File: src/hdl/seg_pkg.sv
package seg_pkg;

  // Display geometry.
  localparam int NUM_DIGITS = 8;
  localparam int SEG_WIDTH  = 7;
  localparam int CODE_WIDTH = 5;

  // Slide switch input and its filter length.
  localparam int SW_WIDTH        = 10;
  localparam int DEBOUNCE_CYCLES = 16;
  localparam int DEBOUNCE_CNT_W  = $clog2(DEBOUNCE_CYCLES + 1);

  // Bus widths.
  localparam int ADR_WIDTH = 32;
  localparam int DAT_WIDTH = 32;

  // Register map.
  // Bit 5 picks the switch register, bits 4..2 the digit index.
  localparam int SW_REG_BIT      = 5;
  localparam int DIGIT_IDX_LSB   = 2;
  localparam int DIGIT_IDX_WIDTH = $clog2(NUM_DIGITS);

  // Request from the bus master.
  typedef struct packed {
    logic                 cyc;
    logic                 stb;
    logic                 we;
    logic [ADR_WIDTH-1:0] adr;
    logic [DAT_WIDTH-1:0] dat;
  } wb_req_t;

  // Response from the slave.
  typedef struct packed {
    logic                 ack;
    logic                 stall;
    logic [DAT_WIDTH-1:0] dat;
  } wb_rsp_t;

  // Segment bits are g f e d c b a, active high.
  typedef logic [NUM_DIGITS-1:0][SEG_WIDTH-1:0] seg_digits_t;

  typedef logic [CODE_WIDTH-1:0] digit_code_t;

endpackage
File: src/hdl/seg_display_top.sv
`timescale 1ns/10ps

module seg_display_top (
  input  logic                         clk_i,
  input  logic                         rst_i,
  input  seg_pkg::wb_req_t             wb_req_i,
  output seg_pkg::wb_rsp_t             wb_rsp_o,
  input  logic [seg_pkg::SW_WIDTH-1:0] sw_i,
  output seg_pkg::seg_digits_t         seg_o
);

  import seg_pkg::*;

  // Filtered switch word.
  logic [SW_WIDTH-1:0] sw_db;

  switch_debouncer u_debouncer (
    .clk_i (clk_i),
    .rst_i (rst_i),
    .sw_i  (sw_i),
    .sw_o  (sw_db)
  );

  seg_register_bank u_regs (
    .clk_i    (clk_i),
    .rst_i    (rst_i),
    .wb_req_i (wb_req_i),
    .wb_rsp_o (wb_rsp_o),
    .sw_i     (sw_db),
    .seg_o    (seg_o)
  );

endmodule

File: src/hdl/seg_register_bank.sv
`timescale 1ns/10ps

module seg_register_bank (
  input  logic                         clk_i,
  input  logic                         rst_i,
  input  seg_pkg::wb_req_t             wb_req_i,
  output seg_pkg::wb_rsp_t             wb_rsp_o,
  input  logic [seg_pkg::SW_WIDTH-1:0] sw_i,
  output seg_pkg::seg_digits_t         seg_o
);

  import seg_pkg::*;

  logic                       state_q;
  logic                       state_d;
  logic [DAT_WIDTH-1:0]       result_q;
  logic [DAT_WIDTH-1:0]       result_d;
  digit_code_t [NUM_DIGITS-1:0] codes_q;
  digit_code_t [NUM_DIGITS-1:0] codes_d;

  logic                       accept;
  logic                       sel_sw;
  logic [DIGIT_IDX_WIDTH-1:0] idx;

  // Idle slave takes any strobed cycle.
  assign accept = !state_q && wb_req_i.cyc && wb_req_i.stb;
  assign sel_sw = wb_req_i.adr[SW_REG_BIT];
  assign idx    = wb_req_i.adr[DIGIT_IDX_LSB +: DIGIT_IDX_WIDTH];

  always_comb
  begin
    state_d  = 1'b0;
    result_d = result_q;
    codes_d  = codes_q;
    if (accept)
    begin
      state_d = 1'b1;
      if (!sel_sw)
      begin
        if (wb_req_i.we)
          codes_d[idx] = wb_req_i.dat[CODE_WIDTH-1:0];
        else
          result_d = {{(DAT_WIDTH-CODE_WIDTH){1'b0}}, codes_q[idx]};
      end
      else if (!wb_req_i.we)
        result_d = {{(DAT_WIDTH-SW_WIDTH){1'b0}}, sw_i};
      // Writes to the switch register are dropped.
    end
  end

  always_ff @(posedge clk_i or posedge rst_i)
  begin
    if (rst_i)
    begin
      state_q  <= 1'b0;
      result_q <= '0;
      codes_q  <= '0;
    end
    else
    begin
      state_q  <= state_d;
      result_q <= result_d;
      codes_q  <= codes_d;
    end
  end

  assign wb_rsp_o.ack   = state_q;
  assign wb_rsp_o.stall = 1'b0;
  assign wb_rsp_o.dat   = result_q;

  for (genvar i = 0; i < NUM_DIGITS; i++)
  begin : gen_dec
    hex_digit_decoder u_dec (
      .code_i (codes_q[i]),
      .seg_o  (seg_o[i])
    );
  end

  a_ack_single: assert property (@(posedge clk_i) disable iff (rst_i)
    wb_rsp_o.ack |=> !wb_rsp_o.ack);

  // Every accepted request gets its ack in the next cycle, and no other.
  a_ack_after_accept: assert property (@(posedge clk_i) disable iff (rst_i)
    accept |=> wb_rsp_o.ack);

  a_ack_has_cause: assert property (@(posedge clk_i) disable iff (rst_i)
    wb_rsp_o.ack |-> $past(accept));

endmodule

File: src/hdl/switch_debouncer.sv
`timescale 1ns/10ps

module switch_debouncer (
  input  logic                         clk_i,
  input  logic                         rst_i,
  input  logic [seg_pkg::SW_WIDTH-1:0] sw_i,
  output logic [seg_pkg::SW_WIDTH-1:0] sw_o
);

  import seg_pkg::*;

  logic [SW_WIDTH-1:0] meta_q;
  logic [SW_WIDTH-1:0] sync_q;
  logic [SW_WIDTH-1:0] sw_q;
  logic [SW_WIDTH-1:0][DEBOUNCE_CNT_W-1:0] cnt_q;

  // Two-flop synchronizer.
  always_ff @(posedge clk_i or posedge rst_i)
  begin
    if (rst_i)
    begin
      meta_q <= '0;
      sync_q <= '0;
    end
    else
    begin
      meta_q <= sw_i;
      sync_q <= meta_q;
    end
  end

  // Count while the input disagrees with the output.
  always_ff @(posedge clk_i or posedge rst_i)
  begin
    if (rst_i)
    begin
      sw_q  <= '0;
      cnt_q <= '0;
    end
    else
    begin
      for (int i = 0; i < SW_WIDTH; i++)
      begin
        if (sync_q[i] == sw_q[i])
          cnt_q[i] <= '0;
        else if (cnt_q[i] == DEBOUNCE_CNT_W'(DEBOUNCE_CYCLES))
        begin
          sw_q[i]  <= sync_q[i];
          cnt_q[i] <= '0;
        end
        else
          cnt_q[i] <= cnt_q[i] + 1'b1;
      end
    end
  end

  assign sw_o = sw_q;

  for (genvar i = 0; i < SW_WIDTH; i++)
  begin : gen_chk
    a_flip_at_limit: assert property (@(posedge clk_i) disable iff (rst_i)
      $changed(sw_q[i]) |-> $past(cnt_q[i]) == DEBOUNCE_CNT_W'(DEBOUNCE_CYCLES));
  end

endmodule

File: src/hdl/hex_digit_decoder.sv
`timescale 1ns/10ps

module hex_digit_decoder (
  input  seg_pkg::digit_code_t         code_i,
  output logic [seg_pkg::SEG_WIDTH-1:0] seg_o
);

  import seg_pkg::*;

  // Patterns in g f e d c b a order.
  always_comb
  begin
    case (code_i)
      5'h00: seg_o = 7'h3f;
      5'h01: seg_o = 7'h06;
      5'h02: seg_o = 7'h5b;
      5'h03: seg_o = 7'h4f;
      5'h04: seg_o = 7'h66;
      5'h05: seg_o = 7'h6d;
      5'h06: seg_o = 7'h7d;
      5'h07: seg_o = 7'h07;
      5'h08: seg_o = 7'h7f;
      5'h09: seg_o = 7'h6f;
      5'h0a: seg_o = 7'h77;
      5'h0b: seg_o = 7'h7c;
      5'h0c: seg_o = 7'h39;
      5'h0d: seg_o = 7'h5e;
      5'h0e: seg_o = 7'h79;
      5'h0f: seg_o = 7'h71;
      5'h10: seg_o = {SEG_WIDTH{1'b0}};
      // Minus sign, segment g only.
      5'h11: seg_o = 7'h40;
      default: seg_o = {SEG_WIDTH{1'b0}};
    endcase
  end

endmodule

File: config.mk
export PLATFORM = sky130hd
export DESIGN_NAME = seg_display_top
export DESIGN_NICKNAME = d
export VERILOG_FILES = /design/src/hdl/seg_pkg.sv /design/src/hdl/seg_display_top.sv /design/src/hdl/seg_register_bank.sv /design/src/hdl/switch_debouncer.sv /design/src/hdl/hex_digit_decoder.sv
export SDC_FILE = /design/constraint.sdc
export NUM_CORES = 1
export LEC_CHECK = 0
export ABC_CLOCK_PERIOD_IN_PS = 11500
export BUFFER_PORTS_ARGS = -buffer_cell sky130_fd_sc_hd__buf_2
export CAP_MARGIN = 0
export CORE_ASPECT_RATIO = 0.5
export CORE_UTILIZATION = 49
export DETAILED_ROUTE_END_ITERATION = 10
export GPL_TIMING_DRIVEN = 0
export PLACE_DENSITY = 0.78
export REMOVE_ABC_BUFFERS = 1
export SYNTH_ARGS = -nofsm -noshare
export SYNTH_HDL_FRONTEND = slang
export SYNTH_SLANG_ARGS = --single-unit
File: constraint.sdc
create_clock -name clk_i -period 11.5 [get_ports clk_i]
set_input_delay 2.875 -clock clk_i [delete_from_list [all_inputs] [get_ports clk_i]]
set_output_delay 2.875 -clock clk_i [all_outputs]
set_load 0.1 [all_outputs]
==> flow_metrics.py, run 1 <==
metrics = {
    "worst_setup_path": {
        "r2r_start": "u_regs.state_q$_DFF_PP0_",
        "path_max_fanout": 10,
        "r2r_setup_slack_ns": 9.41,
        "critPathLaunchType": "flip-flop",
        "crit_start": "u_regs.codes_q[30]$_DFFE_PP0P_",
        "arrival_ns": 2.48,
        "crit_path_end_kind": "output port",
        "timing.rr.end": "u_regs.result_q[4]$_DFFE_PP0P_",
        "path_class": "reg2out",
        "rr_worst_depth": 3,
        "required_ns": 8.63,
    },
    "drt": {
        "drc": 0,
        "vias_per_cell": 5.32,
        "routed_wirelength_um": 16100,
        "vias": 5793,
        "drt_iter0_drc": 258,
        "drt-wirelength-per-cell_um": 14.8,
        "ant_nets": 0,
        "firstDrtPassIters": 4,
    },
    "timing": {
        "finClkSkew_ns": 0.00741,
        "tns_ns": 0,
        "rsz0062_at_grt": "no",
        "fin_crit_ns": 5.35,
        "fmax_ghz": 0.187,
        "slew_viol_final": 0,
        "max_slew.worst_pin.slew_ns": 0.860,
        "hold_viol_final": 0,
        "worst_hold_slack_ns": 0.343,
        "period_share_pct": 46.6,
        "slew_headroom_pct": 42.3,
        "finalSetupViolations": 0,
    },
    "yosys": {
        "yosysWarnings": 0,
        "netlist_instances": 783,
        "synth_mux_area_share_pct": 16.1,
        "synthAdderAreaFrac_pct": 11.6,
        "synthFlopType": "dfrtp_1",
        "ys_seq_area_share_pct": 39.5,
        "syn_area_um2": 8300,
        "synth.distinct_cells": 34,
        "synthArstFlopShare_pct": 100,
        "synth_xor_area_share_pct": 4.22,
        "synthSimpleGateAreaFrac_pct": 14.0,
        "syn_avg_cell_area_um2": 10.6,
        "synth_edf_count": 0,
        "ys_ff_latch": 131,
        "synth_top_family_by_area": "multiplexers",
        "synth-compound-area-share_pct": 7.78,
    },
    "cts": {
        "cts.htree.levels": 4,
        "clk_pin_slew_ns": 0.06,
        "root_buffer": "clkbuf_16",
        "postCtsSetupBuffers": 0,
        "post_cts_resized": 0,
        "hold_buffers": 0,
        "numClockSinks": 131,
        "numCtsBuffers": 17,
        "clkLatencyLatePin_ns": 0.41,
        "cts_tree": "yes",
        "cts_buffer_depth": 2,
    },
    "hold_path": {
        "min_path_type": "reg2reg",
        "hp-start": "u_debouncer.meta_q[9]$_DFF_PP0_",
        "hold_path_depth": 0,
        "hold_path_end": "u_debouncer.sync_q[9]$_DFF_PP0_",
    },
    "floorplanning": {
        "rows": 33,
        "pin_count": 169,
        "die-area_um2": 17500,
        "core_area_um2": 16500,
        "die_h_um": 94.0,
        "start_util_pct": 50.4,
        "die_width_um": 186,
    },
    "grt": {
        "grt_use_total_pct": 19.3,
        "antenna_found_initial": 1,
        "grt_pass1_vias": 5642,
        "grt_first_pass_wirelength_um": 26600,
        "grt_max_degree": 102,
        "gr-total-overflow": 0,
    },
    "power_and_ir_drop": {
        "power-per-cell-area_nw_per_um2": 193,
        "finalPower_w": 0.00181,
        "p_leak_nw": 4.36,
        "peakVddDrop_v": 0.000139,
    },
    "layout": {
        "fin_nets": 1004,
        "final_common_cell": "dfrtp_1",
        "diodes": 0,
        "layout_common_cells": "dfrtp_1, nor2_1, buf_2, ha_1, mux2_2",
        "drive_gt1_share_pct": 24.9,
        "fill_cells": 1357,
        "final_cells": 1088,
        "area_delta_synth_final_pct": 12.7,
    },
    "run_status": {
        "run_status": "finished clean",
    },
    "placed_design": {
        "gp_congestion": 0.827,
        "portBuffers": 90,
        "dpl.cell_count": 1056,
        "hpwl_um": 11000,
    },
    "flow_run": {
        "drv_cap": 0,
    },
}
-- registers in the layout, indices dropped and copies added, names as in the netlist --
register / count
u_debouncer.sync_q: 10
u_regs.result_q: 10
u_debouncer.sw_o: 10
u_regs.codes_q: 40
u_debouncer.cnt_q: 50
u_debouncer.meta_q: 10
u_regs.state_q: 1
-- layout make-up --
type	instances	area, um2	area share [%]
Clock buffer	18	439	4.69
Clock inverter	14	118	1.26
Inverter	55	211	2.26
Multi-Input combinational cell	552	4550	48.6
Sequential cell	131	3280	35.0
Tap cell	227	284	3.04
Timing Repair Buffer	91	478	5.11
-- per-stage QoR --
stage                     setup WS, ns  instance area, um2  util (%)
after CTS                         6.12                9360      56.8
final                             6.15                9360      56.8
after global routing              6.03                9360      56.8
after global placement            3.74                8770      53.2
after floorplan                   5.13                8030         -
after detailed placement          6.57                8800      53.4
-- Yosys cell counts, drive strengths merged, types with 14 or more instances --
master  instances  area share (%)
a211oi         21             1.9
a21oi          16            0.96
a221oi         15             1.6
buf            35             2.8
clkbuf         32             1.4
dfrtp         131              39
ha             77              12
inv            55             2.5
mux2           56             7.6
mux2i          30             3.6
mux4           18             4.9
nand2          28             1.3
nand2b         14             1.1
nand3          20             1.2
nor2           99             4.5
o21ai          25             1.5
xor2           30             3.2
-- where the power goes --
part | internal [W] | leakage [nW] | switching (W) | total (W)
clock | 0.000286 | 0.255 | 0.000216 | 0.000502
sequential | 0.000491 | 1.73 | 0.0000724 | 0.000564
combinational | 0.000151 | 2.37 | 0.000591 | 0.000742
-- metal layers --
metal  global-route usage (%)  routed length, um  part of all wire, %
met5                        0                 13                0.081
met4                     7.45                262                  1.6
met3                     3.99                689                  4.3
met2                     33.3               8000                   50
met1                     23.9               7100                   44
-- kinds of logic after synthesis --
logic type | after synthesis
XOR/XNOR | 40
flip-flops | 131
buffers and inverters | 122
adder cells (fa/ha/maj) | 77
multiplexers | 104
other | 1
AND/OR/NAND/NOR | 214
AO/OA/AOI/OAI | 94
-- how the worst max path moves through the flow --
stage / to / slack (ns) / cells after the start
2_1_floorplan: u_debouncer.cnt_q[0]$_DFF_PP0_ / 5.13 / 1
3_3_place_gp: u_regs.codes_q[35]$_DFFE_PP0P_ / 3.74 / 2
3_5_place_dp: seg_o[45] / 6.57 / 6
4_1_cts: seg_o[45] / 6.12 / 6
5_1_grt: seg_o[45] / 6.03 / 6
6_report: seg_o[45] / 6.15 / 6
-- worst max-delay path, stage by stage, from the launching register on --
cell and delay [ns]:
dfrtp_1 0.55, inv_1 0.18, ha_1 0.31, inv_1 0.04, mux4_2 0.44, nor2_1 0.10
buf_2 0.43
(Power assumes the default switching activity.)
==> run 2, diff against run 1 <==
- ABC_AREA: default -> 1
- ABC_CLOCK_PERIOD_IN_PS: 11500 -> 5100
- PLACE_DENSITY: 0.78 -> 0.79
- clock period: 11.5 -> 5.1 ns (I/O delays scaled with it)
==> run 2 against run 1 <==
  * Via count rose by 15%
  * Flip-flop and latch count is the same
  * Combinational power up 130%
  * Largest cell class unchanged
==> flow_metrics.py, run 2 <==
metrics = {
    "yosys": {
        "synth_mux_area_share_pct": 1.28,
        "syn_avg_cell_area_um2": 8.30,
        "synth_top_area_cell": "dfrtp_1",
        "yosysMostFrequentCell": "nand2_1",
        "synth_top_family_by_area": "simple AND/OR/NAND/NOR gates",
        "synthFlopType": "dfrtp_1",
        "netlist_instances": 953,
        "yosysWarnings": 0,
        "ys_seq_area_share_pct": 41.4,
        "synth-compound-area-share_pct": 13.0,
        "synthAdderAreaFrac_pct": 12.2,
        "synthSimpleGateAreaFrac_pct": 20.3,
        "synth_edf_count": 0,
        "synth.distinct_cells": 38,
        "yosysTopAreaCellShare_pct": 41.4,
        "syn_area_um2": 7910,
        "synth_xor_area_share_pct": 3.54,
        "synthArstFlopShare_pct": 100,
        "ys_ff_latch": 131,
        "yosys-top-cells-area": "dfrtp_1, ha_1, nand2_1",
        "synthTopCellsByCount": "nand2_1, dfrtp_1, inv_1, nor2_1, ha_1",
    },
    "floorplanning": {
        "start_util_pct": 50.8,
        "rows": 32,
        "die_width_um": 182,
        "pin_count": 169,
        "core_area_um2": 15600,
        "die_h_um": 91.9,
        "die-area_um2": 16700,
    },
    "worst_setup_path": {
        "max_stage_delay_ns": 0.54,
        "crit_path_end_kind": "output port",
        "critPathTopFamily": "buffers and inverters",
        "arrival_ns": 2.25,
        "cp_cell_sequence": "clkinv_1 > nand2_1 > a21oi_1 > nor3_1 > buf_2",
        "critPathLaunchType": "flip-flop",
        "path_class": "reg2out",
        "path_max_fanout": 10,
        "required_ns": 3.83,
        "cp_slowest_cell": "dfrtp_1",
        "cp.buffers_inverters": 2,
    },
    "grt": {
        "grt_first_pass_wirelength_um": 29300,
        "grt_pass1_vias": 6260,
        "gr-total-overflow": 0,
        "grt_max_degree": 86,
        "antenna_found_initial": 0,
        "grt_use_total_pct": 21.7,
    },
    "power_and_ir_drop": {
        "power-per-cell-area_nw_per_um2": 466,
        "peakVddDrop_v": 0.000294,
        "finalPower_w": 0.00423,
        "p_leak_nw": 4.46,
    },
    "layout": {
        "regMostFlops": "u_debouncer.cnt_q",
        "diodes": 0,
        "top_regs": "u_debouncer.cnt_q (50), u_regs.codes_q (40)",
        "final_core_util_pct": 58.3,
        "layout_common_cells": "nand2_1, dfrtp_1, buf_2, nor2_1, inv_1",
        "largest_reg_flops": 50,
        "fill_cells": 1339,
        "final_common_cell": "nand2_1",
        "area_delta_synth_final_pct": 14.7,
        "fin_nets": 1197,
        "drive_gt1_share_pct": 14.5,
    },
    "placed_design": {
        "dp_slack_ns": 2.04,
        "hpwl_um": 12300,
        "portBuffers": 90,
        "gp_congestion": 0.938,
    },
    "timing": {
        "rsz0062_at_grt": "no",
        "period_share_pct": 69.2,
        "fin_crit_ns": 3.53,
        "finClkSkew_ns": 0.00746,
        "fmax_ghz": 0.283,
        "slew_viol_final": 0,
        "fin_ws_ns": 1.57,
        "finalSetupViolations": 0,
        "hold_viol_final": 0,
        "tns_ns": 0,
        "slew_headroom_pct": 65.3,
        "max_slew.worst_pin.slew_ns": 0.519,
    },
    "cts": {
        "numCtsBuffers": 17,
        "cts_tree": "yes",
        "cts.htree.levels": 4,
        "post_cts_resized": 0,
        "cts_buffer_depth": 2,
        "root_buffer": "clkbuf_16",
        "hold_buffers": 0,
        "postCtsSetupBuffers": 0,
        "numClockSinks": 131,
        "clk_pin_slew_ns": 0.06,
        "clkLatencyLatePin_ns": 0.41,
    },
    "drt": {
        "vias": 6659,
        "drt_iter0_drc": 449,
        "vias_per_cell": 5.29,
        "firstDrtPassIters": 5,
        "ant_nets": 0,
        "routed_wirelength_um": 17400,
        "drc": 0,
        "drt-wirelength-per-cell_um": 13.8,
    },
    "hold_path": {
        "min_path_type": "reg2reg",
    },
    "run_status": {
        "run_status": "finished clean",
    },
    "flow_run": {
        "drv_cap": 0,
    },
}
## run 2: cell count changes after synthesis, sizes merged, moves of 36 or more
| cell | before | now |
|---|---|---|
| a21oi | 16 | 52 |
| mux2 | 56 | 9 |
| nand2 | 28 | 206 |
| nand3 | 20 | 66 |
| o21ai | 25 | 94 |
## run 2: routing by layer
| layer | vias to the layer above | GRT usage (%) | part of all wire [%] | wire, um |
|---|---|---|---|---|
| met3 | 26 | 3.61 | 5.5 | 946 |
| li1 | 3250 | - | - | - |
| met4 | 0 | 6.50 | 1.4 | 248 |
| met1 | 3155 | 28.5 | 45 | 7870 |
| met5 | - | 0 | 0 | 0 |
| met2 | 228 | 37.2 | 48 | 8280 |
## run 2: stage by stage
stage               cell area (um2)  cells  hold slack, ns
floorplan                      7700    931           0.331
global placement               8400   1225           0.333
detailed placement             8430   1226           0.336
CTS                            9070   1258           0.350
global route                   9070   1258           0.353
finish                         9070   1258           0.348
## run 2: power breakdown
part	switching [W]	total [W]	internal (W)
combinational	0.00142	0.00169	0.000268
sequential	0.000106	0.00122	0.00111
clock	0.000478	0.00132	0.000837
total	0.00201	0.00423	0.00222
## run 2: logic make-up (layout without fill, tap and decap cells)
family	count (synthesis)	after routing
AOI/OAI and AO/OA	187	187
buffers and inverters	136	215
adders and majority gates	77	77
xor gates and xnor gates	32	32
muxes	9	9
and+or+nand+nor	380	380
other	1	23
DFF	131	131
## run 2: area by class of cell
cell class / count / area (um2) / area share, %
Clock buffer: 18 / 439 / 4.84
Timing Repair Buffer: 91 / 478 / 5.27
Tap cell: 204 / 255 / 2.81
Clock inverter: 14 / 200 / 2.21
Multi-Input combinational cell: 708 / 4070 / 44.9
Inverter: 92 / 352 / 3.87
Sequential cell: 131 / 3280 / 36.1
## run 2: path summary, 6_finish.rpt
path	to	start	cells past startpoint	slack, ns
worst min register to register	u_debouncer.sync_q[2]$_DFF_PP0_	u_debouncer.meta_q[2]$_DFF_PP0_	0	0.35
min in group asynchronous	u_debouncer.cnt_q[47]$_DFF_PP0_	rst_i	2	0.87
worst max register to register	u_regs.result_q[4]$_DFFE_PP0P_	u_regs.state_q$_DFF_PP0_	7	3.52
worst min-delay path	u_debouncer.sync_q[2]$_DFF_PP0_	u_debouncer.meta_q[2]$_DFF_PP0_	0	0.35
worst max-delay path	seg_o[52]	u_regs.codes_q[37]$_DFFE_PP0P_	5	1.57
max in group asynchronous	u_debouncer.meta_q[1]$_DFF_PP0_	rst_i	3	3.48
## run 2: worst reg2reg max path, delay by kind of cell, from the launching register on
family,cells,cell delay (ns)
DFF,1,0.43
and+or+nand+nor,4,0.60
AOI/OAI and AO/OA,1,0.17
buffers and inverters,2,0.32
==> run 3, diff against run 2 <==
- ABC_CLOCK_PERIOD_IN_PS: 5100 -> 3200
- PLACE_DENSITY: 0.79 -> 0.82
- clock period: 5.1 -> 3.2 ns (I/O delays scaled with it)
==> run 3 against run 2 <==
  * Sequential power increased by 59%
  * Count of clock-buffer cells in the layout is 3 higher
  * Clock power rose by 42%
  * Critical path depth is 1 lower
  * Routed wire length increased by 3.9%
  * Sequential share of layout area rose by 0.30 points
  * Core utilization decreased by 0.48 points
  * Final area fell by 0.83%
  * First-iteration DRC count up 27%
  * Combinational power up 60%
==> flow_metrics.py, run 3 (same netlist as run 2, synthesis figures left out) <==
metrics = {
    "run_status": {
        "run_status": "finished clean",
    },
    "cts": {
        "cts_buffer_depth": 2,
        "numClockSinks": 131,
        "root_buffer": "clkbuf_16",
        "postCtsSetupBuffers": 0,
        "clkLatencyLatePin_ns": 0.42,
        "cts.htree.levels": 4,
        "hold_buffers": 0,
        "cts_tree": "yes",
        "numCtsBuffers": 17,
        "clk_pin_slew_ns": 0.06,
        "post_cts_resized": 0,
    },
    "timing": {
        "finClkSkew_ns": 0.00867,
        "slew_headroom_pct": 63.9,
        "fin_crit_ns": 3.06,
        "tns_ns": 0,
        "rsz0062_at_grt": "no",
        "slew_viol_final": 0,
        "hold_viol_final": 0,
        "finalSetupViolations": 0,
        "worst_hold_slack_ns": 0.343,
        "fmax_ghz": 0.327,
        "max_slew.worst_pin.slew_ns": 0.540,
        "period_share_pct": 95.6,
    },
    "placed_design": {
        "portBuffers": 90,
        "dpl.cell_count": 1226,
        "hpwl_um": 12200,
        "gp_congestion": 0.886,
    },
    "worst_setup_path": {
        "path_max_fanout": 10,
        "cp_cell_sequence": "clkinv_1 > o21ai_0 > o211a_1 > buf_2",
        "r2r_start": "u_regs.state_q$_DFF_PP0_",
        "critPathLaunchType": "flip-flop",
        "arrival_ns": 2.26,
        "path_class": "reg2out",
        "crit_start": "u_regs.codes_q[37]$_DFFE_PP0P_",
        "cp_slowest_cell": "dfrtp_1",
        "crit_path_end_kind": "output port",
        "required_ns": 2.40,
        "max_stage_delay_ns": 0.53,
    },
    "power_and_ir_drop": {
        "p_leak_nw": 4.43,
        "peakVddDrop_v": 0.000413,
        "power-per-cell-area_nw_per_um2": 724,
        "finalPower_w": 0.00652,
    },
    "drt": {
        "drt_iter0_drc": 568,
        "routed_wirelength_um": 18000,
        "vias": 6724,
        "drc": 0,
        "ant_nets": 0,
        "drt-wirelength-per-cell_um": 14.3,
        "firstDrtPassIters": 5,
        "vias_per_cell": 5.34,
    },
    "floorplanning": {
        "die-area_um2": 16700,
        "core_area_um2": 15600,
        "rows": 32,
        "die_width_um": 182,
        "start_util_pct": 50.8,
        "pin_count": 169,
        "die_h_um": 91.9,
    },
    "layout": {
        "regMostFlops": "u_debouncer.cnt_q",
        "top_regs": "u_debouncer.cnt_q (50), u_regs.codes_q (40)",
        "final_cells": 1258,
        "drive_gt1_share_pct": 14.3,
        "diodes": 0,
        "layout_common_cells": "nand2_1, dfrtp_1, buf_2, nor2_1, inv_1",
        "area_delta_synth_final_pct": 13.7,
        "largest_reg_flops": 50,
        "fin_nets": 1197,
        "final_common_cell": "nand2_1",
    },
    "grt": {
        "gr-total-overflow": 0,
        "grt_use_total_pct": 22.5,
        "antenna_found_initial": 0,
        "grt_pass1_vias": 6427,
        "grt_max_degree": 73,
        "grt_first_pass_wirelength_um": 30000,
    },
    "flow_run": {
        "drv_cap": 0,
    },
    "hold_path": {
        "min_path_type": "reg2reg",
        "hp-start": "u_debouncer.meta_q[1]$_DFF_PP0_",
    },
}
## run 3: cell count changes in the layout (fill, tap and decap cells not counted)
cell	delta
clkinvlp_4	-1
clkinv_2	+2
clkbuf_8	+1
inv_6	-1
bufinv_16	-3
clkbuf_1	+2
## run 3: final cells by class
class                           instances  area, um2
Multi-Input combinational cell        708       4070
Sequential cell                       131       3280
Timing Repair Buffer                   91        478
Inverter                               92        352
Clock buffer                           21        460
Tap cell                              204        255
Fill cell                            1289       6580
Clock inverter                         11        104
## run 3: per-layer routing
| metal | share of wire, % | GRT usage, % | up-vias |
|---|---|---|---|
| li1 | - | - | 3256 |
| met1 | 43 | 27.4 | 3183 |
| met2 | 49 | 40.0 | 236 |
| met3 | 5.4 | 3.81 | 49 |
| met4 | 2.8 | 8.90 | 0 |
| met5 | 0 | 0 | - |
## run 3: final timing paths
| check | end | slack [ns] | cells past startpoint |
|---|---|---|---|
| setup / recovery | seg_o[49] | 0.14 | 4 |
| hold / removal | u_debouncer.sync_q[1]$_DFF_PP0_ | 0.34 | 0 |
| setup reg to reg | u_regs.result_q[4]$_DFFE_PP0P_ | 1.55 | 7 |
| hold reg to reg | u_debouncer.sync_q[1]$_DFF_PP0_ | 0.34 | 0 |
| max in group asynchronous | u_regs.codes_q[6]$_DFFE_PP0P_ | 2.02 | 3 |
| min in group asynchronous | u_debouncer.cnt_q[46]$_DFF_PP0_ | 0.45 | 2 |
## run 3: power breakdown
group | switching [W] | internal, W | leakage [nW]
clock | 0.000757 | 0.00111 | 0.274
combinational | 0.00227 | 0.000430 | 2.43
sequential | 0.000174 | 0.00177 | 1.73
total | 0.00320 | 0.00331 | 4.43
## run 3: metrics by stage
| step | instance area [um2] | worst slack [ns] | util (%) |
|---|---|---|---|
| 6_report | 9000 | 0.140 | 57.8 |
| 5_1_grt | 9000 | 0.0119 | 57.8 |
| 4_1_cts | 9000 | 0.181 | 57.8 |
| 3_5_place_dp | 8430 | 0.648 | 54.2 |
| 3_3_place_gp | 8400 | -2.40 | 53.9 |
| 2_1_floorplan | 7700 | -1.38 | - |
## run 3: worst max-delay path, delay by kind of cell, from the launching register on
family	cells	cell delay [ns]
flops	1	0.53
compound gates	2	0.57
buf+inv	2	0.74
